==> config.mk <==
export PLATFORM = sky130hd
export DESIGN_NAME = dbg_top
export DESIGN_NICKNAME = d
export VERILOG_FILES = /design/src/dbg_pkg.sv /design/src/data_mem.sv /design/src/dbg_top.sv /design/src/debug_unit.sv /design/src/instr_mem.sv /design/src/mini_core.sv /design/src/tx_fifo.sv
export VERILOG_INCLUDE_DIRS = /design/src
export SDC_FILE = /design/constraint.sdc
export NUM_CORES = 2
export LEC_CHECK = 0
export ABC_AREA = 1
export BUFFER_PORTS_ARGS = -buffer_cell sky130_fd_sc_hd__buf_4
export CAP_MARGIN = 20
export CORE_MARGIN = 2
export CORE_UTILIZATION = 25
export DETAILED_ROUTE_END_ITERATION = 8
export PLACE_DENSITY = 0.5
export SETUP_SLACK_MARGIN = 0.1
export SYNTH_ARGS = -nofsm -noshare
export SYNTH_HDL_FRONTEND = slang
export SYNTH_HIERARCHICAL = 1
export SYNTH_SLANG_ARGS = --single-unit
export TNS_END_PERCENT = 50
==> constraint.sdc <==
create_clock -name i_clk -period 6.8 [get_ports i_clk]
set_clock_uncertainty 0.05 [all_clocks]
set_input_delay 1.02 -clock i_clk [delete_from_list [all_inputs] [get_ports i_clk]]
set_output_delay 1.02 -clock i_clk [all_outputs]
set_load 0.05 [all_outputs]
==> src/dbg_defs.svh <==
`ifndef DBG_DEFS_SVH
`define DBG_DEFS_SVH

// machine sizes
`define DBG_NUM_REGS    8
`define DBG_DMEM_WORDS  16
`define DBG_IMEM_WORDS  32
`define DBG_TX_DEPTH    8

// host commands, four ascii characters per word
`define DBG_CMD_LOAD    32'h006c6f6d  // "\0lom"
`define DBG_CMD_CONT    32'h00636f6d  // "\0com"
`define DBG_CMD_STEP    32'h0073746d  // "\0stm"
`define DBG_CMD_NEXT    32'h6e787374  // "nxst"
`define DBG_CMD_CANCEL  32'h636c7374  // "clst"

// last word of a program
`define DBG_END_INSTR   32'hffffffff
// closes every dump, "endd"
`define DBG_END_DATA    32'h656e6464

`endif

==> src/dbg_pkg.sv <==
`default_nettype none
`include "dbg_defs.svh"

package dbg_pkg;

    typedef enum logic [5:0] {
        NOP  = 6'd0,
        ADD  = 6'd1,
        ADDI = 6'd2,
        SW   = 6'd3,
        END  = 6'h3f
    } dbg_opcode_e;

    typedef struct packed {
        dbg_opcode_e opcode;
        logic [4:0]  rd;
        logic [4:0]  rs;
        logic [4:0]  rt;
        logic [10:0] unused;
    } dbg_r_instr_t;

    typedef struct packed {
        dbg_opcode_e opcode;
        logic [4:0]  rd;
        logic [4:0]  rs;
        logic [15:0] imm;   // sign extended by the core
    } dbg_i_instr_t;

    // one instruction word, read as register or immediate form
    typedef union packed {
        dbg_r_instr_t r;
        dbg_i_instr_t i;
    } dbg_instr_u;

    typedef struct packed {
        logic [31:0] pc;
        dbg_instr_u  instr;
    } dbg_if_id_t;

    typedef struct packed {
        logic                               we;
        logic [$clog2(`DBG_IMEM_WORDS)-1:0] addr;
        dbg_instr_u                         data;
    } dbg_imem_wr_t;

    typedef struct packed {
        logic        valid;
        logic [31:0] data;
    } dbg_fifo_wr_t;

    typedef struct packed {
        logic        req;
        logic [31:0] word;
    } dbg_rx_t;

endpackage

`default_nettype wire

==> src/data_mem.sv <==
`timescale 1ns/1ps
`default_nettype none
`include "dbg_defs.svh"

module data_mem (
    input  wire logic                               i_clk,
    input  wire logic                               i_reset,
    input  wire logic                               i_we,
    input  wire logic [$clog2(`DBG_DMEM_WORDS)-1:0] i_wr_addr,
    input  wire logic [31:0]                        i_wr_data,
    input  wire logic [$clog2(`DBG_DMEM_WORDS)-1:0] i_dbg_addr,
    output logic [31:0]                             o_dbg_data
);

    logic [31:0] mem [`DBG_DMEM_WORDS];

    // all words start at zero so the dump only lists what SW wrote
    always_ff @(posedge i_clk) begin
        if (i_reset) begin
            for (int i = 0; i < `DBG_DMEM_WORDS; i++) begin
                mem[i] <= '0;
            end
        end else if (i_we) begin
            mem[i_wr_addr] <= i_wr_data;
        end
    end

    assign o_dbg_data = mem[i_dbg_addr];    // debug side, no effect on the core

endmodule

`default_nettype wire

==> src/dbg_top.sv <==
`timescale 1ns/1ps
`default_nettype none
`include "dbg_defs.svh"

module dbg_top (
    input  wire logic             i_clk,
    input  wire logic             i_reset,
    input  wire dbg_pkg::dbg_rx_t i_rx,
    output wire logic             o_rx_ack,
    output wire logic             o_tx_req,
    output wire logic [31:0]      o_tx_word,
    input  wire logic             i_tx_ack
);

    dbg_pkg::dbg_imem_wr_t                imem_wr;
    dbg_pkg::dbg_instr_u                  instr;
    dbg_pkg::dbg_if_id_t                  if_id;
    dbg_pkg::dbg_fifo_wr_t                push;
    logic [$clog2(`DBG_IMEM_WORDS)-1:0]   imem_addr;
    logic [$clog2(`DBG_NUM_REGS)-1:0]     reg_addr;
    logic [$clog2(`DBG_DMEM_WORDS)-1:0]   dmem_wr_addr;
    logic [$clog2(`DBG_DMEM_WORDS)-1:0]   dmem_dbg_addr;
    logic [31:0]                          reg_data;
    logic [31:0]                          dmem_wdata;
    logic [31:0]                          dmem_dbg_data;
    logic                                 halt;
    logic                                 core_reset;
    logic                                 program_end;
    logic                                 dmem_we;
    logic                                 fifo_full;

    debug_unit u_debug_unit (
        .i_clk(i_clk), .i_reset(i_reset),
        .i_rx(i_rx), .o_rx_ack(o_rx_ack),
        .o_imem_wr(imem_wr),
        .o_halt(halt), .o_core_reset(core_reset),
        .i_program_end(program_end), .i_if_id(if_id),
        .o_reg_addr(reg_addr), .i_reg_data(reg_data),
        .o_dmem_addr(dmem_dbg_addr), .i_dmem_data(dmem_dbg_data),
        .o_push(push), .i_fifo_full(fifo_full)
    );

    mini_core u_mini_core (
        .i_clk(i_clk), .i_reset(i_reset),
        .i_core_reset(core_reset), .i_halt(halt),
        .o_imem_addr(imem_addr), .i_instr(instr),
        .o_dmem_we(dmem_we), .o_dmem_addr(dmem_wr_addr), .o_dmem_wdata(dmem_wdata),
        .i_dbg_reg_addr(reg_addr), .o_dbg_reg_data(reg_data),
        .o_if_id(if_id), .o_program_end(program_end)
    );

    instr_mem u_instr_mem (
        .i_clk(i_clk), .i_wr(imem_wr),
        .i_rd_addr(imem_addr), .o_rd_data(instr)
    );

    // data words are cleared together with the core, so every run starts clean
    data_mem u_data_mem (
        .i_clk(i_clk), .i_reset(core_reset),
        .i_we(dmem_we), .i_wr_addr(dmem_wr_addr), .i_wr_data(dmem_wdata),
        .i_dbg_addr(dmem_dbg_addr), .o_dbg_data(dmem_dbg_data)
    );

    tx_fifo u_tx_fifo (
        .i_clk(i_clk), .i_reset(i_reset),
        .i_push(push), .o_full(fifo_full),
        .o_tx_req(o_tx_req), .o_tx_word(o_tx_word), .i_tx_ack(i_tx_ack)
    );

endmodule

`default_nettype wire

==> src/debug_unit.sv <==
`timescale 1ns/1ps
`default_nettype none
`include "dbg_defs.svh"

module debug_unit (
    input  wire logic                               i_clk,
    input  wire logic                               i_reset,
    input  wire dbg_pkg::dbg_rx_t                   i_rx,
    output logic                                    o_rx_ack,
    output dbg_pkg::dbg_imem_wr_t                   o_imem_wr,
    output logic                                    o_halt,
    output logic                                    o_core_reset,
    input  wire logic                               i_program_end,
    input  wire dbg_pkg::dbg_if_id_t                i_if_id,
    output logic [$clog2(`DBG_NUM_REGS)-1:0]        o_reg_addr,
    input  wire logic [31:0]                        i_reg_data,
    output logic [$clog2(`DBG_DMEM_WORDS)-1:0]      o_dmem_addr,
    input  wire logic [31:0]                        i_dmem_data,
    output dbg_pkg::dbg_fifo_wr_t                   o_push,
    input  wire logic                               i_fifo_full
);

    localparam int DW = $clog2(`DBG_DMEM_WORDS);

    typedef enum logic [3:0] {
        S_IDLE,
        S_LOAD_WAIT,
        S_LOAD_WRITE,
        S_CONT_RUN,
        S_STEP_WAIT,
        S_STEP_RUN,
        S_DUMP_REG,
        S_DUMP_LATCH,
        S_DUMP_MEM_SCAN,
        S_DUMP_MEM_VAL,
        S_DUMP_MEM_ADDR,
        S_DUMP_END
    } state_e;

    state_e state;
    logic   loaded;     // a full program sits in instruction memory
    logic   step_mode;
    logic   latch_sel;  // 0 pc word, 1 instruction word
    logic   accepting;
    logic   take;

    assign accepting = (state == S_IDLE) || (state == S_LOAD_WAIT) || (state == S_STEP_WAIT);
    assign take      = accepting && i_rx.req && !o_rx_ack;

    // core runs only here, and stops in the very cycle END shows up in the latch
    assign o_halt = !((state == S_CONT_RUN && !i_program_end) || state == S_STEP_RUN);

    // dump word for the current state, held back while the FIFO is full
    always_comb begin
        o_push = '0;
        case (state)
            S_DUMP_REG: begin
                o_push.valid = 1'b1;
                o_push.data  = i_reg_data;
            end
            S_DUMP_LATCH: begin
                o_push.valid = 1'b1;
                if (latch_sel) begin
                    o_push.data = i_if_id.instr;
                end else begin
                    o_push.data = i_if_id.pc;
                end
            end
            S_DUMP_MEM_VAL: begin
                o_push.valid = 1'b1;
                o_push.data  = i_dmem_data;
            end
            S_DUMP_MEM_ADDR: begin
                o_push.valid = 1'b1;
                o_push.data  = {{(32-DW){1'b0}}, o_dmem_addr};
            end
            S_DUMP_END: begin
                o_push.valid = 1'b1;
                o_push.data  = `DBG_END_DATA;
            end
            default: ;
        endcase
        if (i_fifo_full) begin
            o_push.valid = 1'b0;
        end
    end

    // four-phase ack, dropped the cycle after req is seen low
    always_ff @(posedge i_clk) begin
        if (i_reset) begin
            o_rx_ack <= 1'b0;
        end else if (take) begin
            o_rx_ack <= 1'b1;
        end else if (o_rx_ack && !i_rx.req) begin
            o_rx_ack <= 1'b0;
        end
    end

    always_ff @(posedge i_clk) begin
        if (i_reset) begin
            state        <= S_IDLE;
            loaded       <= 1'b0;
            step_mode    <= 1'b0;
            latch_sel    <= 1'b0;
            o_core_reset <= 1'b0;
            o_imem_wr    <= '0;
            o_reg_addr   <= '0;
            o_dmem_addr  <= '0;
        end else begin
            o_core_reset <= 1'b0;   // one cycle pulses only
            case (state)
                S_IDLE: begin
                    if (take) begin
                        if (i_rx.word == `DBG_CMD_LOAD) begin
                            loaded         <= 1'b0;
                            o_imem_wr.addr <= '0;
                            state          <= S_LOAD_WAIT;
                        end else if (i_rx.word == `DBG_CMD_CONT && loaded) begin
                            step_mode <= 1'b0;
                            state     <= S_CONT_RUN;
                        end else if (i_rx.word == `DBG_CMD_STEP && loaded) begin
                            step_mode <= 1'b1;
                            state     <= S_STEP_WAIT;
                        end
                    end
                end
                S_LOAD_WAIT: begin
                    if (take) begin
                        o_imem_wr.we   <= 1'b1;
                        o_imem_wr.data <= i_rx.word;
                        state          <= S_LOAD_WRITE;
                    end
                end
                S_LOAD_WRITE: begin     // memory takes the word at the end of this cycle
                    o_imem_wr.we   <= 1'b0;
                    o_imem_wr.addr <= o_imem_wr.addr + 1'b1;
                    if (o_imem_wr.data == `DBG_END_INSTR) begin
                        loaded       <= 1'b1;
                        o_core_reset <= 1'b1;
                        state        <= S_IDLE;
                    end else begin
                        state <= S_LOAD_WAIT;
                    end
                end
                S_CONT_RUN: if (i_program_end) state <= S_DUMP_REG;
                S_STEP_WAIT: begin
                    if (take && i_rx.word == `DBG_CMD_NEXT) begin
                        state <= S_STEP_RUN;
                    end else if (take && i_rx.word == `DBG_CMD_CANCEL) begin
                        o_core_reset <= 1'b1;
                        state        <= S_IDLE;
                    end
                end
                S_STEP_RUN: state <= S_DUMP_REG;    // exactly one unhalted clock
                S_DUMP_REG: begin
                    if (o_push.valid) begin
                        o_reg_addr <= o_reg_addr + 1'b1;    // wraps back to 0
                        if (&o_reg_addr) state <= S_DUMP_LATCH;
                    end
                end
                S_DUMP_LATCH: begin
                    if (o_push.valid) begin
                        latch_sel <= !latch_sel;
                        if (latch_sel) state <= S_DUMP_MEM_SCAN;
                    end
                end
                S_DUMP_MEM_SCAN: begin  // zero words are skipped without a push
                    if (i_dmem_data != '0) begin
                        state <= S_DUMP_MEM_VAL;
                    end else begin
                        o_dmem_addr <= o_dmem_addr + 1'b1;
                        if (&o_dmem_addr) state <= S_DUMP_END;
                    end
                end
                S_DUMP_MEM_VAL: if (o_push.valid) state <= S_DUMP_MEM_ADDR;
                S_DUMP_MEM_ADDR: begin
                    if (o_push.valid) begin
                        o_dmem_addr <= o_dmem_addr + 1'b1;
                        state       <= (&o_dmem_addr) ? S_DUMP_END : S_DUMP_MEM_SCAN;
                    end
                end
                S_DUMP_END: begin
                    if (o_push.valid && step_mode) begin
                        state <= S_STEP_WAIT;
                    end else if (o_push.valid) begin
                        o_core_reset <= 1'b1;   // continue run is over
                        state        <= S_IDLE;
                    end
                end
                default: state <= S_IDLE;
            endcase
        end
    end

endmodule

`default_nettype wire

==> src/instr_mem.sv <==
`timescale 1ns/1ps
`default_nettype none
`include "dbg_defs.svh"

module instr_mem (
    input  wire logic                               i_clk,
    input  wire dbg_pkg::dbg_imem_wr_t              i_wr,
    input  wire logic [$clog2(`DBG_IMEM_WORDS)-1:0] i_rd_addr,
    output dbg_pkg::dbg_instr_u                     o_rd_data
);

    dbg_pkg::dbg_instr_u mem [`DBG_IMEM_WORDS];

    // written only by the debug unit while loading
    always_ff @(posedge i_clk) begin
        if (i_wr.we) begin
            mem[i_wr.addr] <= i_wr.data;
        end
    end

    assign o_rd_data = mem[i_rd_addr];  // async read, fetch in one cycle

endmodule

`default_nettype wire

==> src/mini_core.sv <==
`timescale 1ns/1ps
`default_nettype none
`include "dbg_defs.svh"

module mini_core (
    input  wire logic                               i_clk,
    input  wire logic                               i_reset,
    input  wire logic                               i_core_reset,
    input  wire logic                               i_halt,
    output logic [$clog2(`DBG_IMEM_WORDS)-1:0]      o_imem_addr,
    input  wire dbg_pkg::dbg_instr_u                i_instr,
    output logic                                    o_dmem_we,
    output logic [$clog2(`DBG_DMEM_WORDS)-1:0]      o_dmem_addr,
    output logic [31:0]                             o_dmem_wdata,
    input  wire logic [$clog2(`DBG_NUM_REGS)-1:0]   i_dbg_reg_addr,
    output logic [31:0]                             o_dbg_reg_data,
    output dbg_pkg::dbg_if_id_t                     o_if_id,
    output logic                                    o_program_end
);

    localparam int RW = $clog2(`DBG_NUM_REGS);
    localparam int DW = $clog2(`DBG_DMEM_WORDS);
    localparam int IW = $clog2(`DBG_IMEM_WORDS);

    logic [31:0]   pc;                      // word addressed
    logic [31:0]   regs [`DBG_NUM_REGS];
    logic [RW-1:0] rd;
    logic [RW-1:0] rs;
    logic [RW-1:0] rt;
    logic [31:0]   rs_val;
    logic [31:0]   rt_val;
    logic [31:0]   imm_ext;
    logic [31:0]   rs_imm;
    logic          reg_we;
    logic [31:0]   reg_wdata;

    // only the low bits of the register fields select one of the 8 registers
    assign rd = o_if_id.instr.r.rd[RW-1:0];
    assign rs = o_if_id.instr.r.rs[RW-1:0];
    assign rt = o_if_id.instr.r.rt[RW-1:0];

    assign rs_val  = regs[rs];
    assign rt_val  = regs[rt];
    assign imm_ext = {{16{o_if_id.instr.i.imm[15]}}, o_if_id.instr.i.imm};
    assign rs_imm  = rs_val + imm_ext;    // ADDI result and SW address

    assign o_imem_addr    = pc[IW-1:0];
    assign o_dmem_addr    = rs_imm[DW-1:0];  // wraps over the 16 data words
    assign o_dmem_wdata   = regs[rd];
    assign o_dbg_reg_data = regs[i_dbg_reg_addr];
    assign o_program_end  = (o_if_id.instr.r.opcode == dbg_pkg::END);

    // execute stage, works on the latch in the same cycle it is filled
    always_comb begin
        reg_we    = 1'b0;
        reg_wdata = rs_val + rt_val;
        o_dmem_we = 1'b0;
        case (o_if_id.instr.r.opcode)
            dbg_pkg::ADD: begin
                reg_we = !i_halt;
            end
            dbg_pkg::ADDI: begin
                reg_we    = !i_halt;
                reg_wdata = rs_imm;
            end
            dbg_pkg::SW: begin
                o_dmem_we = !i_halt;
            end
            default: ;  // NOP and END
        endcase
    end

    // fetch, pc back to 0 and latch to NOP on either reset
    always_ff @(posedge i_clk) begin
        if (i_reset || i_core_reset) begin
            pc      <= '0;
            o_if_id <= '0;
        end else if (!i_halt) begin
            pc            <= pc + 32'd1;
            o_if_id.pc    <= pc;
            o_if_id.instr <= i_instr;
        end
    end

    // register file is cleared with the core so each run starts from zero
    always_ff @(posedge i_clk) begin
        if (i_reset || i_core_reset) begin
            for (int i = 0; i < `DBG_NUM_REGS; i++) begin
                regs[i] <= '0;
            end
        end else if (reg_we && rd != '0) begin   // r0 stays zero
            regs[rd] <= reg_wdata;
        end
    end

endmodule

`default_nettype wire

==> src/tx_fifo.sv <==
`timescale 1ns/1ps
`default_nettype none
`include "dbg_defs.svh"

module tx_fifo (
    input  wire logic                  i_clk,
    input  wire logic                  i_reset,
    input  wire dbg_pkg::dbg_fifo_wr_t i_push,
    output logic                       o_full,
    output logic                       o_tx_req,
    output logic [31:0]                o_tx_word,
    input  wire logic                  i_tx_ack
);

    localparam int           AW    = $clog2(`DBG_TX_DEPTH);
    localparam logic [AW:0]  DEPTH = `DBG_TX_DEPTH;

    typedef enum logic {
        TX_IDLE,
        TX_REQ
    } tx_state_e;

    tx_state_e     tx_state;
    logic [31:0]   entries [`DBG_TX_DEPTH];
    logic [AW-1:0] wr_ptr;
    logic [AW-1:0] rd_ptr;
    logic [AW:0]   count;
    logic          push;
    logic          pop;

    assign o_full    = (count == DEPTH);
    assign push      = i_push.valid && !o_full;
    assign o_tx_req  = (tx_state == TX_REQ);
    assign pop       = o_tx_req && i_tx_ack;  // one pop per handshake
    assign o_tx_word = entries[rd_ptr];

    always_ff @(posedge i_clk) begin
        if (push) begin
            entries[wr_ptr] <= i_push.data;
        end
    end

    always_ff @(posedge i_clk) begin
        if (i_reset) begin
            wr_ptr   <= '0;
            rd_ptr   <= '0;
            count    <= '0;
            tx_state <= TX_IDLE;
        end else begin
            if (push) begin
                wr_ptr <= wr_ptr + 1'b1;
            end
            if (pop) begin
                rd_ptr <= rd_ptr + 1'b1;
            end
            case ({push, pop})
                2'b10:   count <= count + 1'b1;
                2'b01:   count <= count - 1'b1;
                default: ;
            endcase
            case (tx_state)
                TX_IDLE: if (!i_tx_ack && count != '0) tx_state <= TX_REQ; // ack seen low
                TX_REQ:  if (i_tx_ack) tx_state <= TX_IDLE;
                default: tx_state <= TX_IDLE;
            endcase
        end
    end

endmodule

`default_nettype wire
======== Word level (Yosys, flattened, before mapping) ========
Memories as Yosys holds them, arrays and structs flattened. A register that Yosys moved wholly into a read port is not among the register bits.
Index checks and enable logic that the tools add are counted.
storage, ports and cells
  memory bits (writable) .................. 2,048
  word-level logic and storage cells ...... 199
  output and inout bits ................... 34
  register bits after elaboration ......... 129
  memories ................................ 4
cells by class
  add/sub/neg operators ................... 10
  equality and inequality tests ........... 40
  mux-type cells .......................... 79
  reduce and logical (&&, ||, !) cells .... 47
  bitwise gates (word level) .............. 2
memory list
  memory             words  bits a word  rd ports  clocked after Yosys merged registers in  wr ports  line             source
  u_instr_mem.mem    32     32           1         1                                        1         instr_mem.sv:12  dbg_pkg::dbg_instr_u mem [`DBG_IMEM_WORDS];
  u_data_mem.mem     16     32           1         1                                        16        data_mem.sv:15   logic [31:0] mem [`DBG_DMEM_WORDS];
  u_mini_core.regs   8      32           4         1                                        8         mini_core.sv:26  logic [31:0] regs [`DBG_NUM_REGS];
  u_tx_fifo.entries  8      32           1         1                                        1         tx_fifo.sv:24    logic [31:0] entries [`DBG_TX_DEPTH];
operator list
  operator                                               number
  one-hot mux 33 bit (5 select lines)                    1
  2-to-1 mux 32 bit                                      4
  equality test 32 x 23 -> 1 bit, second input constant  3
  2-to-1 mux 4 bit                                       23
  adder 32 bit                                           2
  equality test 32 x 31 -> 1 bit, second input constant  2
  OR reduction 32 bit                                    2
  one-hot mux 4 bit (12 select lines)                    1
  2-to-1 mux 1 bit                                       35
  adder 32 x 1 -> 32 bit, second input constant          1
  equality test 32 bit, second input constant            1
  nonzero test 32 bit                                    1
  equality test 4 bit, second input constant             5
  != test 2 x 1 -> 1 bit, second input constant          10
  equality test 4 x 3 -> 1 bit, second input constant    4
  one-hot mux 4 bit (2 select lines)                     2
  2-to-1 mux 3 bit                                       5
  logical AND 1 bit                                      13
  AND reduction 13 bit                                   1
  equality test 6 x 2 -> 1 bit, second input constant    2
  AND reduction 4 bit                                    3
  nonzero test 2 bit                                     6
  2-to-1 mux 5 bit                                       2
  one-hot mux 5 bit (2 select lines)                     1
  other kinds (26)                                       48

======== Longest topological paths before layout ========
  word-level depth ........................ 11
  mapped depth ............................ 22

======== By module ========
Netlist, hierarchy kept.
by module, submodules not included
  module      seq. area each (µm²)  cells an instance  times used  area each (µm²)
  instr_mem   30,749.5              3,504              1           41,765.1
  mini_core   9,789.4               3,800              1           25,929.9
  data_mem    15,374.7              2,733              1           24,299.6
  tx_fifo     7,967.6               819                1           10,650.2
  debug_unit  1,081.0               740                1           4,175.3

======== Worst setup path after synthesis ========
No wires, ideal clock.
  kind .................................... register -> register
  from .................................... register with a tool-made name
  to ...................................... memory u_data_mem.mem[10][0], enable pin
  period minus slack after synthesis ...... 4.192 ns
  setup slack ............................. 2.608 ns
  buffers on the path ..................... 4
  arrival time ............................ 3.753 ns
  stages on the path, launching flop included .. 15
  path through ............................ dfxtp_1 buf_2 clkbuf_1 clkbuf_1 o211ai_1 a31oi_1 ha_1 nor2_1 a21oi_1 xor2_1 inv_1 nor3_2 nand2_1 clkbuf_1 nand2_1
RTL lines
  item           line
  end, declared  data_mem.sv:15

==> results.md <==
* Core area at between 400000 and 500000 um2
* Top cell type by total area after synthesis: edfxtp_1
* Reg2reg path depth at 13
* WS Path Type: reg -> reg
* Total number of vias at 81846
* Average wire per standard cell at approximately 21 um
* Hold_buf cts at 0
* Ys async rst share at 0%
* Placer congestion estimate at roughly 0.92
* GRT overflow at 0
* Max incr delay on CP at between 0.8 and 0.9 ns
* Period utilization at between 70% and 80%
* CP startpoint kind: flip-flop
* Area delta synth->final at 13.2%
* Final min period at about 5.3 ns
* Crit path DAT at about 5.7 ns
* Synth top area share at a little under three fifths
* PwrDens at around 300 nW/um2
* Worst-skew pair later-pin latency at slightly above 0.9 ns
* H-tree depth at 4
* Port Buffer Count at 69
* Via-to-Cell Ratio at 4.73
* Routed WL at around 370000 um
* Final Util at between 20% and 30%
* Root buffer cell: clkbuf_16
* Die width at 658 um
* Syn. warnings at 6
* Final HPWL DP at around 230000 um
* RR Endpoint: u_data_mem/mem[14][28]
* Final Total Pwr at between 30000 and 40000 uW
* Number of cells on the worst hold path at 3
* Layout cells sized above 1 at ~6.8%
* Most common cell after layout, fill and taps aside: nand2_1
* Post-synth EDFFs at just over 2000
* Die ar. at 433000 um2
* Met3 routed wirelength at about 21000 um
* Site Rows at between 200 and 250
* TritonCTS clock tree: yes
* Setup tns final at 0 ns
* Main combinational cell family by area after synthesis: simple AND/OR/NAND/NOR gates
* RSZ-0062 raised after global routing: no
* Post-synthesis sequential area ratio at 60.8%
* Most frequent cells in the layout: nand2_1, edfxtp_1, nand3_1
* Pre-antenna DRT Iters at 8
* Crit path max fanout at 54
* CP Capture Type: flip-flop
* Cell Area, Synth at around 110000 um2
* Final ANT Viol Nets at 0
* Effective utilization at floorplan at approximately 25%
* Mux contribution to synthesized area at less than 1%
* Max Used Layer: met5
* Clk pin slew, worst setup/hold paths at around 0.06 ns
* Register bit total from synthesis at 2221
* Post-CTS Resized at 0
* Max Root-Sink Buffers at 4
* Synth Area in XOR/XNOR at less than 1%
* Max stage delay cell, worst path: nand2_2
* Initial DRC count at just over 8000
* Compound-Gate Fraction of Synth Area at 8.17%
* Max_slew headroom at a little under an eighth
* Synth Area in Adders at 0.881%
* Nets@finish at about 12000
* Vias in the first global route at between 70000 and 80000
* Min-delay worst type: in -> reg
* Initial antenna violation count at 13
* Synth top area cells: edfxtp_1, nand2_1, nand3_1
* Crit-path cells: o21ai_0 > o21ai_0 > a21oi_1 > a31oi_1 > ha_1 > nor2_1 > a21oi_1 > xor2_1 > inv_1 > nor3b_2 > nand2_2 > buf_4 > nand2_2
* DR WL met2 at approximately 170000 um
* Worst reg-to-reg setup slack at ~1.5 ns
* Pre-CTS setup slack at ~1.7 ns
* Setup violators final at 0
* HP Start: i_rx[32]
* Leakage power at between 0.04 and 0.05 uW
* Final hold vios at 0
* VDD IR-drop max at 0.199 mV
* CTS Sinks at approximately 2200
* Remaining DRCs at 0
* WHS Endpoint: u_debug_unit/o_rx_ack
* IO Pins at 70
* Main flop type after synthesis: edfxtp_1
* Largest net degree at the start of global routing at roughly 170
* Post-Synth Simple-Gate Area at 22.9%
* Inserted Clock Buffers at 235
* DIE HEIGHT at between 600 and 700 um
* Tot GR Track Use at between 15 and 20%
* Result of the run: finished clean
* Post-Synthesis Cells at about 12000
* Post-synthesis cell type count at 57
* Met1 wire length at approximately 160000 um
* Max-Cap Viols at 0
* Syn avg cell area at 9.21 um2
* WP data required at slightly above 7 ns
* Fmax at around 0.19 GHz
* Final max-slew violation count at 0
* Least-Margin Pin Slew at between 1 and 1.5 ns
* Worst setup margin at approximately 1.5 ns
* First-pass GRT wire length at about 530000 um
* Post-CTS setup buffers at 0
Yosys cell counts, types with 3 or more instances:
master and count:
xnor2_1 4, buf_1 65, buf_6 68, nor3_1 47, o21ai_0 702, clkbuf_2 5, o211ai_1 127, o311ai_0 7
clkinv_1 10, a21oi_1 536, o311ai_1 7, nor3_2 5, buf_4 32, nor2_4 5, nand2_1 3335, nor2_1 1226
a221oi_1 15, ha_1 72, o21a_1 3, dfxtp_1 173, o21bai_1 9, edfxtp_1 2048, inv_2 17, buf_8 4
mux2i_1 36, or2_2 3, nand3_2 3, buf_2 199, o21ai_1 26, nor2_2 7, nand4_1 21, inv_1 894
xor2_1 20, nand3b_1 12, clkbuf_1 347, o22ai_1 32, nand3_1 1312, a31oi_1 127, nand2_2 5, o2111ai_1 4
worst max-delay path by stage:
stage	start	end	slack, ns	depth (start not counted)
after floorplan	flip-flop	u_data_mem/mem[10][0]	2.61	14
after global placement	flip-flop	u_data_mem/mem[14][25]	1.53	13
after detailed placement	flip-flop	u_data_mem/mem[14][7]	1.66	13
after CTS	flip-flop	u_data_mem/mem[14][28]	1.60	13
after global routing	flip-flop	u_data_mem/mem[14][28]	1.38	13
final	flip-flop	u_data_mem/mem[14][28]	1.53	13
state kept, by name, summed over array words and instances (netlist names), 3 cells and up, named ones only:
register,cells
u_debug_unit/o_imem_wr,38
u_debug_unit/state,4
u_mini_core/o_if_id,64
u_instr_mem/mem,1024
u_tx_fifo/count,4
u_data_mem/mem,512
u_tx_fifo/wr_ptr,3
u_tx_fifo/rd_ptr,3
u_debug_unit/o_reg_addr,3
u_mini_core/pc,32
u_debug_unit/o_dmem_addr,4
u_mini_core/regs,256
u_tx_fifo/entries,256
where the power goes:
group          internal [uW]  switching (uW)  total (uW)
combinational           2100            6780        8880
clock                   7180            5490       12700
sequential             15200             365       15600
worst max-delay path, delay by kind of cell (launching register included):
family	cells	cell delay, ns
buf+inv	2	0.58
compound gates	5	1.20
simple gates	4	1.41
flops	1	0.77
xor+xnor	1	0.50
fa+ha+maj	1	0.28
per-stage QoR:
step / instance area [um2] / hold slack [ns] / cells
2_1_floorplan: 107000 / 0.362 / 11627
5_1_grt: 121000 / 0.293 / 17302
4_1_cts: 121000 / 0.257 / 17284
6_report: 121000 / 0.325 / 17305
3_5_place_dp: 113000 / 0.385 / 16864
3_3_place_gp: 113000 / 0.377 / 16862
area by class of cell:
class	count	area (um2)
antenna	4	10.0
clock buffer	287	6300
clock inverter	133	1110
fill	45050	306000
inverter	922	3510
multi-input combinational	7762	35300
sequential	2221	65000
tap	5687	7120
timing repair buffer	289	2510
routing by layer:
layer | GRT usage, % | vias up
li1 | - | 38747
met3 | 2.04 | 603
met4 | 5.98 | 8
met5 | 0 | -
met1 | 22.7 | 39783
met2 | 26.4 | 2705
cell families (layout without fill, tap and decap cells):
group	after synthesis	in the layout
xor+xnor	24	24
buf+inv	1644	1631
simple gates	5991	5991
flops	2221	2221
mux	36	36
other cells	1	36
fa+ha+maj	74	74
compound gates	1605	1605
(Power assumes the default switching activity.)
